`config.mk`:
```
export PLATFORM = sky130hd
export DESIGN_NAME = idStage
export DESIGN_NICKNAME = d
export VERILOG_FILES = /design/src/design/rvPkg.sv /design/src/design/idStage.sv /design/src/design/regFile.sv /design/src/design/operandForward.sv /design/src/design/instDecoder.sv
export SDC_FILE = /design/constraint.sdc
export NUM_CORES = 2
export LEC_CHECK = 0
export BUFFER_PORTS_ARGS = -buffer_cell sky130_fd_sc_hd__buf_2
export CAP_MARGIN = 20
export CORE_MARGIN = 4
export CORE_UTILIZATION = 47
export DETAILED_ROUTE_END_ITERATION = 7
export HOLD_SLACK_MARGIN = 0.05
export PLACE_DENSITY = 0.75
export SLEW_MARGIN = 40
export SYNTH_ARGS = -nofsm -noshare
export SYNTH_HDL_FRONTEND = slang
export SYNTH_SLANG_ARGS = --single-unit
```
`constraint.sdc`:
```
create_clock -name clk -period 2.2 [get_ports clk]
set_clock_uncertainty 0.15 [all_clocks]
set_input_delay 0.44 -clock clk [delete_from_list [all_inputs] [get_ports clk]]
set_output_delay 0.44 -clock clk [all_outputs]
set_load 0.02 [all_outputs]
```
`src/design/rvPkg.sv`:
```
package rvPkg;

    localparam int xlen    = 32;
    localparam int regIdxW = 5;
    localparam int numRegs = 32;

    // RV32I major opcodes kept by the decoder
    localparam logic [6:0] opLui    = 7'b0110111;
    localparam logic [6:0] opAuipc  = 7'b0010111;
    localparam logic [6:0] opJal    = 7'b1101111;
    localparam logic [6:0] opJalr   = 7'b1100111;
    localparam logic [6:0] opBranch = 7'b1100011;
    localparam logic [6:0] opRegImm = 7'b0010011;
    localparam logic [6:0] opRegReg = 7'b0110011;

    typedef logic [xlen-1:0]    word_t;     // Data, PC and immediate
    typedef logic [regIdxW-1:0] regIdx_t;

    typedef enum logic [4:0] {
        Nop,
        Lui,
        Auipc,
        Jal,
        Jalr,
        Beq,
        Bne,
        Blt,
        Bge,
        Bltu,
        Bgeu,
        Add,                                // Also ADDI
        Sub,
        Slt,
        Sltu,
        Xor,
        Or,
        And,
        Sll,
        Srl,
        Sra
    } aluOp_t;

endpackage : rvPkg
```
`src/design/idStage.sv`:
```
`timescale 1ns/100ps

module idStage import rvPkg::*; (
    input  logic    clk,
    input  logic    arstN,

    input  word_t   pc,
    input  word_t   inst,

    // Forwarding from end of EX and from non-load/store MEM
    input  logic    exRdEn,
    input  regIdx_t exRdIdx,
    input  word_t   exRdData,
    input  logic    memRdEn,
    input  regIdx_t memRdIdx,
    input  word_t   memRdData,

    input  logic    wbEn,
    input  regIdx_t wbIdx,
    input  word_t   wbData,

    // ID/EX register
    output word_t   pcOut,
    output aluOp_t  op,
    output logic    rdEn,
    output regIdx_t rdIdx,
    output word_t   rs1Data,
    output word_t   rs2Data,
    output word_t   imm
);

    aluOp_t  decOp;
    logic    decRdEn;
    regIdx_t decRdIdx;
    word_t   decImm;

    logic    rs1En;
    logic    rs2En;
    regIdx_t rs1Idx;
    regIdx_t rs2Idx;

    word_t   rs1RawData;
    word_t   rs2RawData;
    word_t   rs1FwdData;
    word_t   rs2FwdData;

    instDecoder decoder0 (
        .inst   (inst),
        .op     (decOp),
        .rdEn   (decRdEn),
        .rdIdx  (decRdIdx),
        .rs1En  (rs1En),
        .rs2En  (rs2En),
        .rs1Idx (rs1Idx),
        .rs2Idx (rs2Idx),
        .imm    (decImm)
    );

    regFile regFile0 (
        .clk     (clk),
        .arstN   (arstN),
        .rs1Idx  (rs1Idx),
        .rs2Idx  (rs2Idx),
        .rs1Data (rs1RawData),
        .rs2Data (rs2RawData),
        .wbEn    (wbEn),
        .wbIdx   (wbIdx),
        .wbData  (wbData)
    );

    operandForward fwdRs1 (
        .readEn    (rs1En),
        .srcIdx    (rs1Idx),
        .exRdEn    (exRdEn),
        .exRdIdx   (exRdIdx),
        .exRdData  (exRdData),
        .memRdEn   (memRdEn),
        .memRdIdx  (memRdIdx),
        .memRdData (memRdData),
        .rfData    (rs1RawData),
        .operand   (rs1FwdData)
    );

    operandForward fwdRs2 (
        .readEn    (rs2En),
        .srcIdx    (rs2Idx),
        .exRdEn    (exRdEn),
        .exRdIdx   (exRdIdx),
        .exRdData  (exRdData),
        .memRdEn   (memRdEn),
        .memRdIdx  (memRdIdx),
        .memRdData (memRdData),
        .rfData    (rs2RawData),
        .operand   (rs2FwdData)
    );

    always_ff @(posedge clk or negedge arstN) begin
        if (!arstN) begin
            pcOut   <= '0;
            op      <= Nop;
            rdEn    <= 1'b0;
            rdIdx   <= '0;
            rs1Data <= '0;
            rs2Data <= '0;
            imm     <= '0;
        end else begin
            pcOut   <= pc;
            op      <= decOp;
            rdEn    <= decRdEn;
            rdIdx   <= decRdIdx;
            rs1Data <= rs1FwdData;
            rs2Data <= rs2FwdData;
            imm     <= decImm;
        end
    end

    // EX result for a read rs1 lands in ID/EX one cycle later
    assert property (@(posedge clk) disable iff (!arstN)
        (rs1En && exRdEn && exRdIdx == rs1Idx && rs1Idx != '0)
            |=> rs1Data == $past(exRdData))
        else $error("idStage: EX forward to rs1 lost");

endmodule : idStage

```
`src/design/regFile.sv`:
```
`timescale 1ns/100ps

module regFile import rvPkg::*; (
    input  logic    clk,
    input  logic    arstN,

    input  regIdx_t rs1Idx,
    input  regIdx_t rs2Idx,
    output word_t   rs1Data,
    output word_t   rs2Data,

    input  logic    wbEn,
    input  regIdx_t wbIdx,
    input  word_t   wbData
);

    word_t regs [numRegs];

    always_ff @(posedge clk or negedge arstN) begin
        if (!arstN) begin
            for (int i = 0; i < numRegs; i++) begin
                regs[i] <= '0;
            end
        end else if (wbEn && wbIdx != '0) begin
            regs[wbIdx] <= wbData;
        end
    end

    // Same-cycle write is visible on the read port
    function automatic word_t readPort(input regIdx_t idx);
        if (idx == '0) begin
            return '0;
        end
        if (wbEn && wbIdx == idx) begin
            return wbData;
        end
        return regs[idx];
    endfunction

    always_comb begin
        rs1Data = readPort(rs1Idx);
        rs2Data = readPort(rs2Idx);
    end

    assert property (@(posedge clk) disable iff (!arstN) regs[0] == '0)
        else $error("regFile: x0 entry was written");

endmodule : regFile

```
`src/design/operandForward.sv`:
```
`timescale 1ns/100ps

module operandForward import rvPkg::*; (
    input  logic    readEn,
    input  regIdx_t srcIdx,

    input  logic    exRdEn,
    input  regIdx_t exRdIdx,
    input  word_t   exRdData,

    input  logic    memRdEn,            // MEM result other than load/store
    input  regIdx_t memRdIdx,
    input  word_t   memRdData,

    input  word_t   rfData,

    output word_t   operand
);

    logic exHit;
    logic memHit;

    assign exHit  = exRdEn  && (exRdIdx  == srcIdx) && (srcIdx != '0);
    assign memHit = memRdEn && (memRdIdx == srcIdx) && (srcIdx != '0);

    always_comb begin
        if (!readEn) begin
            operand = '0;
        end else if (exHit) begin
            operand = exRdData;         // Youngest result wins
        end else if (memHit) begin
            operand = memRdData;
        end else begin
            operand = rfData;
        end
    end

    always_comb begin
        if (!readEn) begin
            assert final (operand == '0)
                else $error("operandForward: disabled operand not zero");
        end
    end

endmodule : operandForward

```
`src/design/instDecoder.sv`:
```
`timescale 1ns/100ps

module instDecoder import rvPkg::*; (
    input  word_t   inst,

    output aluOp_t  op,
    output logic    rdEn,
    output regIdx_t rdIdx,
    output logic    rs1En,
    output logic    rs2En,
    output regIdx_t rs1Idx,
    output regIdx_t rs2Idx,
    output word_t   imm
);

    logic [6:0] opcode;
    logic [2:0] funct3;
    logic       funct7b5;

    word_t immI;
    word_t immU;
    word_t immJ;
    word_t immB;
    word_t immShamt;

    assign opcode   = inst[6:0];
    assign funct3   = inst[14:12];
    assign funct7b5 = inst[30];                     // Only funct7 bit used

    assign immI     = {{20{inst[31]}}, inst[31:20]};
    assign immU     = {inst[31:12], 12'b0};
    assign immJ     = {{12{inst[31]}}, inst[19:12], inst[20], inst[30:21], 1'b0};
    assign immB     = {{20{inst[31]}}, inst[7], inst[30:25], inst[11:8], 1'b0};
    assign immShamt = {27'b0, inst[24:20]};         // Zero-extended shift amount

    always_comb begin
        op = Nop;
        case (opcode)
            opLui:   op = Lui;
            opAuipc: op = Auipc;
            opJal:   op = Jal;
            opJalr: begin
                if (funct3 == 3'b000) begin
                    op = Jalr;
                end
            end
            opBranch: begin
                case (funct3)
                    3'b000:  op = Beq;
                    3'b001:  op = Bne;
                    3'b100:  op = Blt;
                    3'b101:  op = Bge;
                    3'b110:  op = Bltu;
                    3'b111:  op = Bgeu;
                    default: op = Nop;              // 010 and 011 undefined
                endcase
            end
            opRegImm, opRegReg: begin
                case (funct3)
                    3'b000: begin
                        // SUB exists only in the register form
                        op = (opcode == opRegReg && funct7b5) ? Sub : Add;
                    end
                    3'b001:  op = Sll;
                    3'b010:  op = Slt;
                    3'b011:  op = Sltu;
                    3'b100:  op = Xor;
                    3'b101:  op = funct7b5 ? Sra : Srl;
                    3'b110:  op = Or;
                    default: op = And;
                endcase
            end
            default: op = Nop;                      // Loads, stores, FENCE, SYSTEM
        endcase
    end

    // Enables and immediate follow the format once op is known
    always_comb begin
        rdEn  = 1'b0;
        rs1En = 1'b0;
        rs2En = 1'b0;
        imm   = '0;
        if (op != Nop) begin
            case (opcode)
                opLui, opAuipc: begin
                    rdEn = 1'b1;
                    imm  = immU;
                end
                opJal: begin
                    rdEn = 1'b1;
                    imm  = immJ;
                end
                opJalr: begin
                    rdEn  = 1'b1;
                    rs1En = 1'b1;
                    imm   = immI;
                end
                opBranch: begin
                    rs1En = 1'b1;
                    rs2En = 1'b1;
                    imm   = immB;
                end
                opRegImm: begin
                    rdEn  = 1'b1;
                    rs1En = 1'b1;
                    imm   = (op inside {Sll, Srl, Sra}) ? immShamt : immI;
                end
                opRegReg: begin
                    rdEn  = 1'b1;
                    rs1En = 1'b1;
                    rs2En = 1'b1;
                end
                default: ;
            endcase
        end
    end

    assign rdIdx  = rdEn  ? inst[11:7]  : '0;
    assign rs1Idx = rs1En ? inst[19:15] : '0;
    assign rs2Idx = rs2En ? inst[24:20] : '0;

    // Every kept op has an enable, so an idle decode must be a clean NOP
    always_comb begin
        if (!rdEn && !rs1En && !rs2En) begin
            assert final (op == Nop && imm == '0)
                else $error("instDecoder: idle decode is not a clean NOP");
        end
    end

endmodule : instDecoder

```
# Word-level counts from Yosys, hierarchy flattened
# Cells that the tools add are included.
# Widths: inputs -> output; s select.
[word_totals]
ram_bits = 0
mem_count = 0
rom_bits = 0
latch_bits = 0
output_inout_bits = 139
word_cells = 142
input_bits = 180
regBits = 1163
[op_classes]
shifts = 0
magnitude_cmp = 4
mul = 0
muxes = 47
addsub = 0
bitwise_logic = 3
div = 0
n_reduce_logical = 26
n_eq_ne = 23
[op_table]
columns = ["op", "count"]
rows = [
  ["$bwmux 1024", 1],
  ["$mux 32", 21],
  ["$bmux 32 s5", 2],
  ["$demux 32 s5", 1],
  ["$pmux 32 s5", 1],
  ["$pmux 5 s7", 1],
  ["$eq 5x5->1", 6],
  ["$pmux 5 s6", 1],
  ["$pmux 4 s6", 1],
  ["$eq 7x7->1 const B", 3],
  ["$reduce_bool 5->1", 4],
  ["$ge 6x6->1 const B", 3],
  ["$not 5->6", 3],
  ["$eq 5x5->1 const B", 3],
  ["$mux 5", 3],
  ["$eq 7x5->1 const B", 2],
  ["$eq 7x6->1 const B", 2],
  ["$logic_and 1x1->1", 13],
  ["$eq 3x3->1 const B", 4],
  ["$mux 1", 12],
  ["$logic_not 5->1", 2],
  ["$mux 3", 3],
  ["$eq 3x2->1 const B", 2],
  ["$lt 6x1->1 const B", 1],
  ["other kinds (6)", 8],
]

# Longest topological paths before layout
[depth]
word_depth = 17
mapped_depth = 16
mapped_depth_nobuf = 11

# Hierarchy
# Synthesis repeated with hierarchy kept, for this count alone.
[hier_totals]
hier_cells = 4625
area_unflattened_um2 = 62916.6
[by_module_without_submodules]
columns = ["module", "cells_each", "area_per_inst_um2", "seq_area_each_um2", "instances"]
rows = [
  ["regFile", 3920, 55988.7, 25624.6, 1],
  ["idStage", 139, 3478.3, 3478.3, 1],
  ["operandForward", 202, 1201.2, 0.0, 2],
  ["instDecoder", 162, 1047.3, 0.0, 1],
]

# Least setup slack after synthesis
# No wires, ideal clock.
[synth_timing]
path_type = "input -> register"
start = "input port inst[14]"
end = "register rs1Data[2]"
required_ns = 1.928
setup_ns = 0.122
slack_ns = -1.116
cell_stages = 13
arrival_ns = 3.045
path_buffers = 4
path_cell_list = "buf_6 maj3_2 or4_4 o21a_1 buf_2 nor2_4 buf_4 buf_2 mux2i_1 o22ai_1 o311ai_0 a21oi_1 a32o_1"
[synth_via]
elab_chain_len = 15
elab_cells_between_ends = 38
cone_classes = "eq/ne: 10; mux: 18; bitwise: 1; reduce/logical: 9"
[synth_lines]
columns = ["element", "line", "text"]
rows = [
  ["start, declared", "idStage.sv:8", "input word_t inst,"],
  ["$eq 3x3->1, or another cell as far along", "instDecoder.sv:48, instDecoder.sv:59", ""],
  ["$pmux 5 s7, or another cell as far along", "instDecoder.sv:59", "case (funct3)"],
  ["$pmux 5 s6 (*)", "instDecoder.sv:38", "case (opcode)"],
  ["$reduce_bool 5->1 (*)", "instDecoder.sv:83", "if (op != Nop) begin"],
  ["$mux 1 (*)", "instDecoder.sv:83", ""],
  ["$mux 5", "instDecoder.sv:119", "assign rs1Idx = rs1En ? inst[19:15] : '0;"],
  ["$not 5->6 (not written as such) or $eq 5x5->1 (tied branches)", "regFile.sv:37, regFile.sv:34", ""],
  ["$bmux 32 s5 or $logic_and 1x1->1 (tied branches)", "regFile.sv:37, regFile.sv:34", ""],
  ["$mux 32 (not written as such) or $mux 1 (tied branches) (2 in a row)", "regFile.sv:37, regFile.sv:34", ""],
  ["$mux 32", "regFile.sv:37", "return regs[idx];"],
  ["$mux 32", "regFile.sv:34", "if (wbEn && wbIdx == idx) begin"],
  ["$mux 32", "operandForward.sv:31", "end else if (memHit) begin"],
  ["$mux 32", "operandForward.sv:29", "end else if (exHit) begin"],
  ["$mux 32 (*)", "operandForward.sv:27", "if (!readEn) begin"],
  ["named net fwdRs1.operand[2]", "operandForward.sv:17", "output word_t operand"],
  ["end signal, assigned", "idStage.sv:111", "rs1Data <= rs1FwdData;"],
  ["end, declared", "idStage.sv:27", "output word_t rs1Data,"],
]
# The timed path passes the listed nets; every way through them passes the cells marked *. The select of a mux whose other input is x is not followed.
# A chain may end at the register's enable or synchronous reset.

# Worst setup path after layout
[layout_timing]
start = "input port inst[14]"
end = "register rs1Data[28]"
# The elaborated chain is that of the path after synthesis.

==> reports/qor.yml <==
outcome:
  status: "complete, but fails checks"
  violations: "design-rule violations, negative setup slack"
timing:
  max_freq_mhz: 314
  worst_slack_ns: -0.987
  slew_viol_final: 0
  fin_crit_ns: 3.19
  slew_headroom: 0.346
  tightestPinTransition_ns: 0.954
  rsz0062_at_grt: "yes"
  finalCritPeriodShare: 1.45
  setup_viol_count_final: 73
  timing_hold_violations_final: 0
synthesis:
  ys_ff_latch: 1163
  synth_edf_count: 0
  synthCells: 5732
  synthesis.area_sq_um: 63000
  yosys_warnings: 0
  synth_nets: 5912
  synth_ff_type: "dfrtp_1"
  avgSynthCellArea_sq_um: 11.0
  yosysUniqueCellTypes: 96
  synth_seq_area_share: 0.462
  ys_async_sr_fraction: 1.00
die:
  core_sq_um: 133000
  initial_core_util: 0.473
  num_rows: 134
  die_area_sq_um: 140000
  io_pins: 319
  fp.dieH_um: 374
  dieWidth_um: 374
power_and_ir_drop:
  p_leak_nw: 37.9
  powerDensity_nw_per_um2: 722
  ir_worst_vdd_mv: 0.718
drt:
  drtIter0Drc: 10300
  ant_nets: 0
  route.detailed.drc: 31
  wire_per_inst_um: 33.8
  drt_pass1_iterations: 8
  wirelength_um: 299000
  via_count: 62100
  vias_per_cell: 7.03
worst_setup_path:
  cp-end-kind: "register"
  cp-start-kind: "primary input"
  cp.required_ns: 2.78
  critPathKind: "primary input to register"
  crit_fanout: 6
  worstPathArrival_ns: 3.77
  crit_path_start: "inst[14]"
  r2r-start: "regFile0.regs[7]"
grt:
  grt-ovfl-total: 0
  grt_pass1_vias: 60400
  grt_max_degree: 92
  antenna_found_initial: 17
  grt_use_total: 0.404
  grt_pass1_wl_um: 419000
finish:
  mostFrequentLayoutCells: "1161 x dfrtp_1, 1123 x mux2_2, 891 x buf_4, 413 x mux2i_1, 306 x buf_2"
  fin_area_sq_um: 86200
  syn_to_final_growth_pct: 36.9
  fill_cells: 9643
  drive_gt1_frac: 0.485
  fin_util: 0.647
  finish.net_count: 7141
  mostFrequentLayoutCell: "dfrtp_1"
cts:
  cts.htree.levels: 4
  cts_buffer_depth: 3
  cts_tree: "yes"
  clock_latency_ns: 0.82
  cts_made_buffers: 131
  cts_sinks: 1163
  cts-root-buf: "clkbuf_16"
  clk_pin_slew_ns: 0.06
job:
  drv_cap: 0
hold_path:
  min-delay-start: "wbData[10]"
  hold_path_class: "primary input to register"
placement:
  gp_congestion: 1.07
  portBuffers: 318
  hpwl_um: 200000
  placed_area_sq_um: 74700
  dp_slack_ns: -2.03
==> cell families (layout without fill, tap and decap cells) <==
group	after synthesis	count (layout)	synth area share
mux	1552	1552	0.270
compound gates	1468	1469	0.157
flops	1163	1163	0.462
simple gates	900	900	0.0656
buf+inv	630	1957	0.0421
xor+xnor	18	18	0.00250
fa+ha+maj	1	1	0.000179
other cells	0	10	0
==> layout make-up <==
cell class / instances / area (sq um) / area share
Timing Repair Buffer: 1704 / 16000 / 0.186
Clock inverter: 55 / 608 / 0.00705
Clock buffer: 177 / 3640 / 0.0422
Multi-Input combinational cell: 3940 / 34600 / 0.401
Antenna cell: 10 / 25.0 / 0.000290
Inverter: 21 / 81.3 / 0.000943
Tap cell: 1768 / 2210 / 0.0257
Sequential cell: 1163 / 29100 / 0.337
==> worst paths after layout <==
path,endpoint,slack [ns],depth (start not counted)
min,rs1Data[10],0.07,4
min reg2reg,regFile0.regs[1021],0.25,0
max,rs1Data[28],-0.99,14
max in group asynchronous,regFile0.regs[836],0.93,4
min in group asynchronous,imm[15],0.26,3
max reg2reg,rs2Data[7],-0.26,9
==> what timing repair did <==
item	in CTS	in global routing
gates resized for setup	519	380
pin swaps	161	217
hold buffers	136	0
gates cloned	12	4
buffers inserted	137	108
endpoints found under the hold margin	1131	0
setup endpoints to repair	98	92
==> through the flow <==
| stage | setup TNS (ns) | hold WS, ns | cells | power [mW] |
|---|---|---|---|---|
| global route | -49.44 | 0.0800 | 8828 | 64.1 |
| finish | -47.31 | 0.0748 | 8838 | 62.3 |
| floorplan | -72.90 | -0.00559 | 5732 | 34.0 |
| detailed placement | -316.24 | 0.189 | 8242 | 38.8 |
| global placement | -303.27 | 0.188 | 8242 | 38.2 |
| CTS | -38.63 | 0.0513 | 8743 | 61.3 |
==> power breakdown <==
| group | total, mW | switching (mW) | internal, mW |
|---|---|---|---|
| Clock | 22.2 | 9.72 | 12.5 |
| Combinational | 11.9 | 5.67 | 6.22 |
| Sequential | 28.2 | 3.16 | 25.0 |
==> layer usage <==
layer	up-vias	wire length, um	track usage
met5	-	258	0.00240
met2	5835	120000	0.564
li1	24000	-	-
met3	1569	46200	0.159
met1	30700	106000	0.517
met4	24	26100	0.269
==> synth_stat cells (all sizes together), types with 8 or more instances <==
| cell type | n | area [sq um] |
|---|---|---|
| inv | 17 | 66.3 |
| a221o | 23 | 230 |
| o211ai | 56 | 425 |
| nor3 | 58 | 312 |
| o311ai | 18 | 158 |
| or2 | 20 | 125 |
| nand3b | 10 | 87.6 |
| a222oi | 21 | 210 |
| clkbuf | 391 | 1470 |
| nand4 | 11 | 68.8 |
| a221oi | 115 | 1060 |
| a21o | 14 | 105 |
| mux2i | 420 | 4200 |
| nor2 | 241 | 922 |
| and3 | 26 | 163 |
| a21oi | 293 | 1500 |
| a32o | 16 | 160 |
| a211oi | 148 | 1120 |
| nand2 | 337 | 1270 |
| buf | 218 | 1100 |
| and2 | 24 | 150 |
| o31ai | 8 | 60.1 |
| o22ai | 129 | 807 |
| xnor2 | 14 | 123 |
| nor2b | 18 | 113 |
| mux2 | 1125 | 12700 |
| a22oi | 76 | 571 |
| o311a | 10 | 100 |
| o32ai | 19 | 166 |
| o2111a | 12 | 135 |
| o221ai | 21 | 184 |
| a32oi | 15 | 131 |
| a2111oi | 24 | 216 |
| o21ai | 322 | 1620 |
| dfrtp | 1163 | 29100 |
| nand2b | 10 | 62.6 |
| nor4 | 12 | 75.1 |
| a31oi | 70 | 438 |
| nand3 | 101 | 505 |
| a211o | 8 | 70.1 |
==> state kept, by name, indices dropped and copies added (netlist names) <==
register       flops
imm               32
regFile0.regs   1024
op                 5
rdIdx              5
pcOut             32
rs1Data           32
rdEn               1
rs2Data           32
==> critical path, cell delays in order <==
cell	delay, ns
buf_6	0.09
maj3_2	0.31
or4_4	0.50
o21ai_4	0.16
and2_4	0.34
buf_6	0.13
buf_6	0.12
buf_12	0.13
o221ai_2	0.08
o211ai_1	0.53
and3_4	0.32
a311oi_2	0.04
nor2_2	0.34
a22o_1	0.21
No activity file was read; power rests on OpenSTA's default activity.
